--- src/verilog/txb_params.svh ---
// Transmit bridge geometry
// Widths, FIFO depths and translation table layout

`ifndef TXB_PARAMS_SVH
`define TXB_PARAMS_SVH

// Avalon side
`define TXB_AVL_ADDR_W      24
`define TXB_DATA_W          64
`define TXB_BURST_W         4   // Bursts of 1 to 8 beats

// Translation table
`define TXB_MAP_ENTRIES     4
`define TXB_MAP_IDX_W       2   // Index bits above the pass-through boundary
`define TXB_PASS_THRU_BITS  22

// Queue depths
`define TXB_CMD_DEPTH       8
`define TXB_WRDAT_DEPTH     32

`endif

--- src/verilog/txb_pkg.sv ---
// Transmit bridge types
// Queued command, TLP format codes and the stream beat views

package txb_pkg;

  // One queued request from the Avalon side
  typedef struct packed {
    logic        is_write;
    logic        space64;   // Needs a four-word header
    logic [63:0] pcie_addr;
    logic [9:0]  len_dw;
    logic [3:0]  first_be;
    logic [3:0]  last_be;
    logic [7:0]  tag;
  } txb_cmd_t;

  typedef enum logic [7:0] {
    MRD32 = 8'h00,
    MRD64 = 8'h20,
    MWR32 = 8'h40,
    MWR64 = 8'h60
  } tlp_fmt_e;

  // DW1 in the upper word, DW0 in the lower word
  typedef struct packed {
    logic [15:0] req_id;
    logic [7:0]  tag;
    logic [3:0]  last_be;
    logic [3:0]  first_be;
    tlp_fmt_e    fmt_type;
    logic [13:0] rsvd;
    logic [9:0]  length;
  } tlp_hdr_t;

  typedef union packed {
    tlp_hdr_t    hdr;
    logic [63:0] data;
  } tlp_beat_u;

endpackage

--- src/verilog/txb_trans_if.sv ---
// Translation request and result between Avalon control and the table
`timescale 1ns/1ps
`include "txb_params.svh"

interface txb_trans_if;
  logic                       req;        // One-cycle pulse
  logic [`TXB_AVL_ADDR_W-1:0] avl_addr;
  logic                       done;       // One cycle after req
  logic [63:0]                pcie_addr;
  logic                       space64;

  modport ctrl (
    output req, avl_addr,
    input  done, pcie_addr, space64
  );

  modport xlat (
    input  req, avl_addr,
    output done, pcie_addr, space64
  );
endinterface
--- src/verilog/txb_addr_trans.sv ---
// Avalon to PCIe address translation table
// Register port for programming and readback, one-cycle lookup
`timescale 1ns/1ps
`include "txb_params.svh"

module txb_addr_trans (
  input  logic                      AvlClk_i,
  input  logic                      Rstn_i,
  txb_trans_if.xlat                 Trans,
  input  logic [`TXB_MAP_IDX_W:0]   AdTrAddress_i,
  input  logic [3:0]                AdTrByteEnable_i,
  input  logic                      AdTrWriteVld_i,
  input  logic [31:0]               AdTrWriteData_i,
  input  logic                      AdTrReadVld_i,
  output logic [31:0]               AdTrReadData_o,
  output logic                      AdTrReadVld_o
);

  logic [63:0]               map_q [`TXB_MAP_ENTRIES];
  logic [`TXB_MAP_IDX_W-1:0] reg_idx;
  logic                      reg_hi;
  logic [`TXB_MAP_IDX_W-1:0] xlat_idx;

  assign reg_idx  = AdTrAddress_i[`TXB_MAP_IDX_W:1];
  assign reg_hi   = AdTrAddress_i[0];  // High word select
  assign xlat_idx = Trans.avl_addr[`TXB_AVL_ADDR_W-1:`TXB_PASS_THRU_BITS];

  // Byte-lane writes into the selected half
  always_ff @(posedge AvlClk_i or negedge Rstn_i)
  begin
    if (!Rstn_i)
    begin
      for (int e = 0; e < `TXB_MAP_ENTRIES; e++)
        map_q[e] <= '0;
    end
    else if (AdTrWriteVld_i)
    begin
      for (int b = 0; b < 4; b++)
        if (AdTrByteEnable_i[b])
          map_q[reg_idx][reg_hi*32 + b*8 +: 8] <= AdTrWriteData_i[b*8 +: 8];
    end
  end

  always_ff @(posedge AvlClk_i or negedge Rstn_i)
  begin
    if (!Rstn_i)
    begin
      AdTrReadVld_o <= 1'b0;
      Trans.done    <= 1'b0;
    end
    else
    begin
      AdTrReadVld_o <= AdTrReadVld_i;
      Trans.done    <= Trans.req;
    end
  end

  always_ff @(posedge AvlClk_i)
  begin
    if (AdTrReadVld_i)
      AdTrReadData_o <= reg_hi ? map_q[reg_idx][63:32] : map_q[reg_idx][31:0];
    if (Trans.req)
    begin
      // Entry supplies the upper bits, Avalon the offset
      Trans.pcie_addr <= {map_q[xlat_idx][63:`TXB_PASS_THRU_BITS],
                          Trans.avl_addr[`TXB_PASS_THRU_BITS-1:0]};
      Trans.space64   <= |map_q[xlat_idx][63:32];
    end
  end

endmodule

--- src/verilog/txb_avl_cntrl.sv ---
// Avalon slave control for the transmit bridge
// Accepts bursts, pushes write data, translates the address and queues a command
`timescale 1ns/1ps
`include "txb_params.svh"

module txb_avl_cntrl (
  input  logic                                   AvlClk_i,
  input  logic                                   Rstn_i,
  input  logic                                   TxChipSelect_i,
  input  logic                                   TxRead_i,
  input  logic                                   TxWrite_i,
  input  logic [`TXB_BURST_W-1:0]                TxBurstCount_i,
  input  logic [`TXB_AVL_ADDR_W-1:0]             TxAddress_i,
  input  logic [`TXB_DATA_W/8-1:0]               TxByteEnable_i,
  output logic                                   TxWaitRequest_o,
  txb_trans_if.ctrl                              Trans,
  input  logic                                   CmdFull_i,
  output logic                                   CmdPush_o,
  output txb_pkg::txb_cmd_t                      Cmd_o,
  input  logic [$clog2(`TXB_WRDAT_DEPTH+1)-1:0]  WrDatCount_i,
  output logic                                   WrDatPush_o
);
  import txb_pkg::*;

  typedef enum logic [1:0] {ST_INIT, ST_IDLE, ST_BURST, ST_WAIT} state_e;

  state_e                     state_q;
  txb_cmd_t                   cmd_q;
  logic [`TXB_BURST_W-1:0]    beats_left_q;
  logic [7:0]                 tag_q;
  logic                       xlat_ok_q;
  logic                       req_q;
  logic [`TXB_AVL_ADDR_W-1:0] addr_q;
  logic                       room;
  logic                       accept;
  logic                       first_beat;

  // A write needs space for its whole burst up front
  assign room = ~CmdFull_i &
                (~TxWrite_i | ((WrDatCount_i + TxBurstCount_i) <= `TXB_WRDAT_DEPTH));

  assign TxWaitRequest_o = (state_q == ST_INIT) | (state_q == ST_WAIT) |
                           ((state_q == ST_IDLE) & ~room);
  assign accept      = TxChipSelect_i & (TxRead_i | TxWrite_i) & ~TxWaitRequest_o;
  assign first_beat  = accept & (state_q == ST_IDLE);
  assign WrDatPush_o = accept & TxWrite_i;
  assign CmdPush_o   = (state_q == ST_WAIT) & xlat_ok_q;  // Burst done and address known
  assign Cmd_o       = cmd_q;

  assign Trans.req      = req_q;
  assign Trans.avl_addr = addr_q;

  always_ff @(posedge AvlClk_i or negedge Rstn_i)
  begin
    if (!Rstn_i)
    begin
      state_q      <= ST_INIT;
      beats_left_q <= '0;
      tag_q        <= '0;
      xlat_ok_q    <= 1'b0;
      req_q        <= 1'b0;
    end
    else
    begin
      req_q <= first_beat;
      if (Trans.done)
        xlat_ok_q <= 1'b1;
      else if (CmdPush_o)
        xlat_ok_q <= 1'b0;

      case (state_q)
        ST_INIT: state_q <= ST_IDLE;
        ST_IDLE:
          if (first_beat)
          begin
            beats_left_q <= TxBurstCount_i - 1'b1;
            if (TxWrite_i && TxBurstCount_i > 1)
              state_q <= ST_BURST;
            else
              state_q <= ST_WAIT;
            if (!TxWrite_i)
              tag_q <= tag_q + 1'b1;  // Reads only
          end
        ST_BURST:
          if (WrDatPush_o)
          begin
            beats_left_q <= beats_left_q - 1'b1;
            if (beats_left_q == 1)
              state_q <= ST_WAIT;
          end
        default:
          if (CmdPush_o)
            state_q <= ST_IDLE;
      endcase
    end
  end

  always_ff @(posedge AvlClk_i)
  begin
    if (first_beat)
    begin
      addr_q         <= TxAddress_i;
      cmd_q.is_write <= TxWrite_i;
      cmd_q.len_dw   <= TxWrite_i ? 10'({TxBurstCount_i, 1'b0}) : 10'd2;
      cmd_q.first_be <= TxByteEnable_i[3:0];
      cmd_q.last_be  <= TxByteEnable_i[7:4];
      cmd_q.tag      <= TxWrite_i ? 8'd0 : tag_q;
    end
    else if (WrDatPush_o)
      cmd_q.last_be  <= TxByteEnable_i[7:4];  // Ends up with the last beat's lanes

    if (Trans.done)
    begin
      cmd_q.pcie_addr <= Trans.pcie_addr;
      cmd_q.space64   <= Trans.space64;
    end
  end

endmodule

--- src/verilog/txb_fifo.sv ---
// Synchronous show-ahead FIFO with occupancy count
`timescale 1ns/1ps

module txb_fifo #(
  parameter int WIDTH = 64,
  parameter int DEPTH = 8
) (
  input  logic                       AvlClk_i,
  input  logic                       Rstn_i,
  input  logic                       Push_i,
  input  logic [WIDTH-1:0]           Data_i,
  input  logic                       Pop_i,
  output logic [WIDTH-1:0]           Data_o,
  output logic                       Empty_o,
  output logic                       Full_o,
  output logic [$clog2(DEPTH+1)-1:0] Count_o
);

  localparam int PTR_W = $clog2(DEPTH);

  logic [WIDTH-1:0] mem_q [DEPTH];
  logic [PTR_W-1:0] wr_ptr_q;
  logic [PTR_W-1:0] rd_ptr_q;
  logic             do_push;
  logic             do_pop;

  function automatic logic [PTR_W-1:0] next_ptr(input logic [PTR_W-1:0] ptr);
    return (ptr == PTR_W'(DEPTH - 1)) ? '0 : ptr + 1'b1;
  endfunction

  assign do_push = Push_i & ~Full_o;  // Overflow dropped
  assign do_pop  = Pop_i & ~Empty_o;
  assign Empty_o = (Count_o == 0);
  assign Full_o  = (Count_o == DEPTH);
  assign Data_o  = mem_q[rd_ptr_q];   // Head visible before the pop

  always_ff @(posedge AvlClk_i or negedge Rstn_i)
  begin
    if (!Rstn_i)
    begin
      wr_ptr_q <= '0;
      rd_ptr_q <= '0;
      Count_o  <= '0;
    end
    else
    begin
      if (do_push)
        wr_ptr_q <= next_ptr(wr_ptr_q);
      if (do_pop)
        rd_ptr_q <= next_ptr(rd_ptr_q);
      case ({do_push, do_pop})
        2'b10:   Count_o <= Count_o + 1'b1;
        2'b01:   Count_o <= Count_o - 1'b1;
        default: ;
      endcase
    end
  end

  always_ff @(posedge AvlClk_i)
  begin
    if (do_push)
      mem_q[wr_ptr_q] <= Data_i;
  end

endmodule

--- src/verilog/txb_tlp_framer.sv ---
// TLP framer for the transmit stream
// Sends header beats from a queued command, then the write payload
`timescale 1ns/1ps
`include "txb_params.svh"

module txb_tlp_framer (
  input  logic                   AvlClk_i,
  input  logic                   Rstn_i,
  input  logic [12:0]            BusDev_i,
  input  logic                   CmdEmpty_i,
  input  txb_pkg::txb_cmd_t      Cmd_i,
  output logic                   CmdPop_o,
  input  logic [`TXB_DATA_W-1:0] WrDat_i,
  output logic                   WrDatPop_o,
  input  logic                   TxStReady_i,
  output logic [`TXB_DATA_W-1:0] TxStData_o,
  output logic                   TxStSop_o,
  output logic                   TxStEop_o,
  output logic                   TxStValid_o
);
  import txb_pkg::*;

  typedef enum logic [1:0] {ST_IDLE, ST_HDR0, ST_HDR1, ST_PAYLOAD} state_e;

  state_e                  state_q;
  txb_cmd_t                cmd_q;
  logic [`TXB_BURST_W-1:0] beats_left_q;
  logic                    advance;
  tlp_beat_u               hdr_beat;
  logic [63:0]             addr_beat;

  // Output register is free when empty or being taken
  assign advance    = ~TxStValid_o | TxStReady_i;
  assign CmdPop_o   = (state_q == ST_IDLE) & ~CmdEmpty_i;
  assign WrDatPop_o = (state_q == ST_PAYLOAD) & advance;

  always_comb
  begin
    if (cmd_q.is_write)
      hdr_beat.hdr.fmt_type = cmd_q.space64 ? MWR64 : MWR32;
    else
      hdr_beat.hdr.fmt_type = cmd_q.space64 ? MRD64 : MRD32;
    hdr_beat.hdr.req_id   = {BusDev_i, 3'b000};
    hdr_beat.hdr.tag      = cmd_q.tag;
    hdr_beat.hdr.last_be  = cmd_q.last_be;
    hdr_beat.hdr.first_be = cmd_q.first_be;
    hdr_beat.hdr.rsvd     = '0;
    hdr_beat.hdr.length   = cmd_q.len_dw;

    // Four-word header puts the high address DW first
    if (cmd_q.space64)
      addr_beat = {cmd_q.pcie_addr[31:0], cmd_q.pcie_addr[63:32]};
    else
      addr_beat = {cmd_q.pcie_addr[31:0], 32'h0};
  end

  always_ff @(posedge AvlClk_i or negedge Rstn_i)
  begin
    if (!Rstn_i)
    begin
      state_q      <= ST_IDLE;
      beats_left_q <= '0;
      TxStValid_o  <= 1'b0;
      TxStSop_o    <= 1'b0;
      TxStEop_o    <= 1'b0;
    end
    else
    begin
      if (advance)
      begin
        TxStValid_o <= (state_q != ST_IDLE);
        TxStSop_o   <= (state_q == ST_HDR0);
        TxStEop_o   <= ((state_q == ST_HDR1) & ~cmd_q.is_write) |
                       ((state_q == ST_PAYLOAD) & (beats_left_q == 1));
      end

      case (state_q)
        ST_IDLE:
          if (CmdPop_o)
            state_q <= ST_HDR0;
        ST_HDR0:
          if (advance)
          begin
            state_q      <= ST_HDR1;
            beats_left_q <= cmd_q.len_dw[`TXB_BURST_W:1];  // Two DW per beat
          end
        ST_HDR1:
          if (advance)
            state_q <= cmd_q.is_write ? ST_PAYLOAD : ST_IDLE;
        default:
          if (advance)
          begin
            beats_left_q <= beats_left_q - 1'b1;
            if (beats_left_q == 1)
              state_q <= ST_IDLE;
          end
      endcase
    end
  end

  always_ff @(posedge AvlClk_i)
  begin
    if (CmdPop_o)
      cmd_q <= Cmd_i;
    if (advance)
    begin
      case (state_q)
        ST_HDR0:    TxStData_o <= hdr_beat.data;
        ST_HDR1:    TxStData_o <= addr_beat;
        ST_PAYLOAD: TxStData_o <= WrDat_i;
        default:    ;
      endcase
    end
  end

endmodule

--- src/verilog/txb_top.sv ---
// Avalon to PCIe transmit bridge top level
// Control, translation table, command and write-data FIFOs, framer
`timescale 1ns/1ps
`include "txb_params.svh"

module txb_top (
  input  logic                        AvlClk_i,
  input  logic                        Rstn_i,
  // Avalon slave
  input  logic                        TxChipSelect_i,
  input  logic                        TxRead_i,
  input  logic                        TxWrite_i,
  input  logic [`TXB_DATA_W-1:0]      TxWriteData_i,
  input  logic [`TXB_BURST_W-1:0]     TxBurstCount_i,
  input  logic [`TXB_AVL_ADDR_W-1:0]  TxAddress_i,
  input  logic [`TXB_DATA_W/8-1:0]    TxByteEnable_i,
  output logic                        TxWaitRequest_o,
  // Translation table registers
  input  logic [`TXB_MAP_IDX_W:0]     AdTrAddress_i,
  input  logic [3:0]                  AdTrByteEnable_i,
  input  logic                        AdTrWriteVld_i,
  input  logic [31:0]                 AdTrWriteData_i,
  input  logic                        AdTrReadVld_i,
  output logic [31:0]                 AdTrReadData_o,
  output logic                        AdTrReadVld_o,
  input  logic [12:0]                 BusDev_i,
  // PCIe stream
  input  logic                        TxStReady_i,
  output logic [`TXB_DATA_W-1:0]      TxStData_o,
  output logic                        TxStSop_o,
  output logic                        TxStEop_o,
  output logic                        TxStValid_o
);
  import txb_pkg::*;

  localparam int CMD_W       = $bits(txb_cmd_t);
  localparam int WRDAT_CNT_W = $clog2(`TXB_WRDAT_DEPTH + 1);

  txb_cmd_t               cmd_in;
  txb_cmd_t               cmd_out;
  logic                   cmd_push;
  logic                   cmd_pop;
  logic                   cmd_empty;
  logic                   cmd_full;
  logic                   wrdat_push;
  logic                   wrdat_pop;
  logic [`TXB_DATA_W-1:0] wrdat_out;
  logic [WRDAT_CNT_W-1:0] wrdat_count;

  txb_trans_if trans ();

  txb_avl_cntrl u_avl_cntrl (
    .AvlClk_i        (AvlClk_i),
    .Rstn_i          (Rstn_i),
    .TxChipSelect_i  (TxChipSelect_i),
    .TxRead_i        (TxRead_i),
    .TxWrite_i       (TxWrite_i),
    .TxBurstCount_i  (TxBurstCount_i),
    .TxAddress_i     (TxAddress_i),
    .TxByteEnable_i  (TxByteEnable_i),
    .TxWaitRequest_o (TxWaitRequest_o),
    .Trans           (trans.ctrl),
    .CmdFull_i       (cmd_full),
    .CmdPush_o       (cmd_push),
    .Cmd_o           (cmd_in),
    .WrDatCount_i    (wrdat_count),
    .WrDatPush_o     (wrdat_push)
  );

  txb_addr_trans u_addr_trans (
    .AvlClk_i         (AvlClk_i),
    .Rstn_i           (Rstn_i),
    .Trans            (trans.xlat),
    .AdTrAddress_i    (AdTrAddress_i),
    .AdTrByteEnable_i (AdTrByteEnable_i),
    .AdTrWriteVld_i   (AdTrWriteVld_i),
    .AdTrWriteData_i  (AdTrWriteData_i),
    .AdTrReadVld_i    (AdTrReadVld_i),
    .AdTrReadData_o   (AdTrReadData_o),
    .AdTrReadVld_o    (AdTrReadVld_o)
  );

  // Queued commands
  txb_fifo #(.WIDTH(CMD_W), .DEPTH(`TXB_CMD_DEPTH)) u_cmd_fifo (
    .AvlClk_i (AvlClk_i),
    .Rstn_i   (Rstn_i),
    .Push_i   (cmd_push),
    .Data_i   (cmd_in),
    .Pop_i    (cmd_pop),
    .Data_o   (cmd_out),
    .Empty_o  (cmd_empty),
    .Full_o   (cmd_full),
    .Count_o  ()
  );

  // Write payload whose count gives the room check
  txb_fifo #(.WIDTH(`TXB_DATA_W), .DEPTH(`TXB_WRDAT_DEPTH)) u_wrdat_fifo (
    .AvlClk_i (AvlClk_i),
    .Rstn_i   (Rstn_i),
    .Push_i   (wrdat_push),
    .Data_i   (TxWriteData_i),
    .Pop_i    (wrdat_pop),
    .Data_o   (wrdat_out),
    .Empty_o  (),
    .Full_o   (),
    .Count_o  (wrdat_count)
  );

  txb_tlp_framer u_tlp_framer (
    .AvlClk_i    (AvlClk_i),
    .Rstn_i      (Rstn_i),
    .BusDev_i    (BusDev_i),
    .CmdEmpty_i  (cmd_empty),
    .Cmd_i       (cmd_out),
    .CmdPop_o    (cmd_pop),
    .WrDat_i     (wrdat_out),
    .WrDatPop_o  (wrdat_pop),
    .TxStReady_i (TxStReady_i),
    .TxStData_o  (TxStData_o),
    .TxStSop_o   (TxStSop_o),
    .TxStEop_o   (TxStEop_o),
    .TxStValid_o (TxStValid_o)
  );

endmodule

--- config.mk ---
export PLATFORM = sky130hd
export DESIGN_NAME = txb_top
export DESIGN_NICKNAME = d
export VERILOG_FILES = /design/src/verilog/txb_pkg.sv /design/src/verilog/txb_trans_if.sv /design/src/verilog/txb_addr_trans.sv /design/src/verilog/txb_avl_cntrl.sv /design/src/verilog/txb_fifo.sv /design/src/verilog/txb_tlp_framer.sv /design/src/verilog/txb_top.sv
export VERILOG_INCLUDE_DIRS = /design/src /design/src/verilog
export SDC_FILE = /design/constraint.sdc
export NUM_CORES = 2
export LEC_CHECK = 0
export ABC_AREA = 1
export BUFFER_PORTS_ARGS = -buffer_cell sky130_fd_sc_hd__clkbuf_2
export CORE_ASPECT_RATIO = 0.5
export CORE_UTILIZATION = 63
export CTS_BUF_LIST = sky130_fd_sc_hd__clkbuf_4
export CTS_CLUSTER_DIAMETER = 40
export CTS_CLUSTER_SIZE = 25
export DETAILED_ROUTE_END_ITERATION = 16
export GPL_TIMING_DRIVEN = 0
export MAX_ROUTING_LAYER = met4
export PLACE_DENSITY = 0.77
export RECOVER_POWER = 25
export SLEW_MARGIN = 20
export SYNTH_ARGS = -nofsm -noshare
export SYNTH_HDL_FRONTEND = slang
export SYNTH_HIERARCHICAL = 1
export SYNTH_SLANG_ARGS = --single-unit
--- constraint.sdc ---
create_clock -name AvlClk_i -period 10.22 [get_ports AvlClk_i]
set_input_delay 2.555 -clock AvlClk_i [delete_from_list [all_inputs] [get_ports AvlClk_i]]
set_output_delay 2.555 -clock AvlClk_i [all_outputs]
set_load 0.02 [all_outputs]
==> metrics.md <==
| Metric | Value |
|---|---|
| Outcome | `finished, violations left` |
| Failing checks | `capacitance limit, slew limit` |
| Post-CTS Setup Inserts | `0` |
| Cells after synthesis | `14594` |
| PD cells | `249 mW/mm2` |
| Top-level port count | `approximately 260` |
| Root Driver | `clkbuf_4` |
| Core Box Area | `0.233 mm2` |
| Worst Path Required | `7670 ps` |
| YS warnings | `6` |
| Peak supply drop | `0.242 mV` |
| Clk buf depth | `4` |
| CP cell instances | `clkbuf_2 -> ha_1 -> fa_1 -> or2_0 -> nor2_1 -> nand2_1 -> nor2_1 -> nand2_1 -> nand2_1 -> nand2_1 -> nand2_1 -> nand2_1 -> nand2_2 -> nand2_1 -> clkbuf_2` |
| Total power | `around 40 mW` |
| Setup TNS | `0 ps` |
| Critical path's largest stage delay | `430 ps` |
| Die height | `345 um` |
| Final Hold Violating Endpoints | `0` |
| Worst setup EP type | `primary output` |
| Gr ovfl total | `0` |
| Slew Limit Headroom | `-201%` |
| CTS tree | `done` |
| # placed instances | `between 15000 and 20000` |
| H-tree levels | `4` |
| Drt wl/cell | `between 20 and 25 um` |
| DRT antenna net count | `0` |
| Largest net degree at the start of global routing | `88` |
| HP Class | `flop to flop` |
| NumNets Final | `15522` |
| Starting Density | `63.6%` |
| Worst setup SP type | `input pin` |
| Most used cell, CP | `nand2_1` |
| Max Clock Freq | `144 MHz` |
| Initial DRC count | `15093` |
| DRT Wirelength | `443000 um` |
| Leakage | `68.8 nW` |
| Max cap viols | `3` |
| Final setup vio count | `0` |
| Layout cell share with drive strength beyond 1 | `around 8.6%` |
| Synth-to-layout area growth | `8.50%` |
| First-pass GRT wire length | `638000 um` |
| Die Wd | `687 um` |
| Final GP Congestion | `0.996` |
| Clock Latency Late Sink | `1470 ps` |
| Final worst path period need | `6940 ps` |
| Die area | `between 0.2 and 0.25 mm2` |
| Worst-path fanout max | `4` |
| WP data arrival | `4390 ps` |
| Post-Syn Area per Cell | `10.1 um2` |
| Post_cts resized | `0` |
| Via count | `107327` |
| Fin cells | `around 19000` |
| Vias per inst | `5.76` |
| Drt drc | `0` |
| IO buf count | `260` |
| Row count | `125` |
| Critical path type | `input pin to primary output` |
| DRT Pass-1 Iters | `14` |
| Hold_buf cts | `0` |
| Final core utilization | `69.0%` |
| Post-DP HPWL | `313000 um` |
| GRT Util Overall | `38.2%` |
| Sink Count | `3456` |
| Final cycle utilization of the critical path | `67.9%` |
| Antenna violations before repair | `27` |
| Setup Skew | `110 ps` |
| Clock-pin slew on the worst setup and hold paths | `roughly 190 ps` |
| Mapped cell area | `0.148 mm2` |
| CTS buffer count | `roughly 220` |
| Slew at the pin closest to its max-slew limit | `4510 ps` |
| RSZ-0062 raised after global routing | `false` |
| Slowest cell on crit path | `fa_1` |
| Vias in the first global route | `100133` |
| Final Max Slew Viols | `between 150 and 200` |
[path summary, 6_finish.rpt]
path / startpoint / to / slack [ps] / cells after the start
min in group asynchronous: Rstn_i / u_avl_cntrl/beats_left_q[0]$_DFFE_PN0P_ / 1130 / 1
min reg2reg: u_addr_trans/Trans.pcie_addr[44]$_DFFE_PP_ / u_avl_cntrl/Cmd_o[70]$_DFFE_PP_ / 440 / 0
max in group asynchronous: Rstn_i / u_addr_trans/map_q[110]$_DFFE_PN0P_ / 4390 / 2
min: u_addr_trans/Trans.pcie_addr[44]$_DFFE_PP_ / u_avl_cntrl/Cmd_o[70]$_DFFE_PP_ / 440 / 0
max reg2reg: u_wrdat_fifo/Count_o[0]$_DFFE_PN0P_ / u_wrdat_fifo/mem_q[6][18]$_DFFE_PP_ / 5100 / 20
max: TxBurstCount_i[0] / TxWaitRequest_o / 3280 / 15
[cell type report]
class	instances	area, um2
flip-flops and latches	3456	102000
fillers	16890	72200
multi-input cells	8419	34900
inverters	2030	7620
repair buffers	501	4590
well taps	3111	3890
plain buffers	694	3440
clock inverters	169	1960
clock buffers	234	1760
diodes	26	65.1
[per-layer routing]
layer	track usage [%]	share of wire, %
met3	9.94	14
met1	48.5	35
met2	56.7	44
met5	-	0
met4	21.3	6.7
[critical path: cells and delay by family]
family,cells,cell delay (ps)
adder cells (fa/ha/maj),2,660
buffers and inverters,2,280
AND/OR/NAND/NOR,11,880
[metrics by stage]
step	cell area [um2]	hold slack [ps]	worst slack, ps
finish	160000	438	3280
global route	160000	439	3090
CTS	161000	429	3260
detailed placement	157000	405	2990
global placement	153000	401	-5340
floorplan	148000	400	1080
[where the power goes]
part           leakage [nW]  total (mW)  switching, mW  internal (mW)
clock network          1.96        6.52           4.81           1.71
logic                  34.6        16.1           12.2           3.90
registers              32.3        17.3          0.576           16.8
[state kept, by name, summed over array words and instances (netlist names), 2 cells and up]
name	flops
u_wrdat_fifo/wr_ptr_q	5
u_addr_trans/map_q	256
u_wrdat_fifo/Count_o	6
u_wrdat_fifo/rd_ptr_q	5
u_cmd_fifo/rd_ptr_q	3
u_cmd_fifo/wr_ptr_q	3
u_avl_cntrl/Cmd_o	86
u_avl_cntrl/tag_q	8
u_tlp_framer/state_q	2
u_tlp_framer/TxStData_o	64
u_avl_cntrl/beats_left_q	4
u_wrdat_fifo/mem_q	2048
u_avl_cntrl/Trans.avl_addr	24
u_tlp_framer/cmd_q	92
u_cmd_fifo/mem_q	736
u_cmd_fifo/Count_o	4
u_avl_cntrl/state_q	2
u_addr_trans/AdTrReadData_o	32
u_addr_trans/Trans.pcie_addr	64
u_tlp_framer/beats_left_q	4
[cell usage in the layout (no fill, tap or decap), types with 234 or more instances in the layout]
| cell type | instances |
|---|---|
| o21ai_0 | 295 |
| clkbuf_4 | 234 |
| inv_1 | 2020 |
| nand2_1 | 5298 |
| dfrtp_1 | 309 |
| edfxtp_1 | 3147 |
| clkbuf_1 | 276 |
| nor2_1 | 1199 |
| nand3_1 | 1233 |
| buf_2 | 320 |
(Power assumes the default switching activity.)
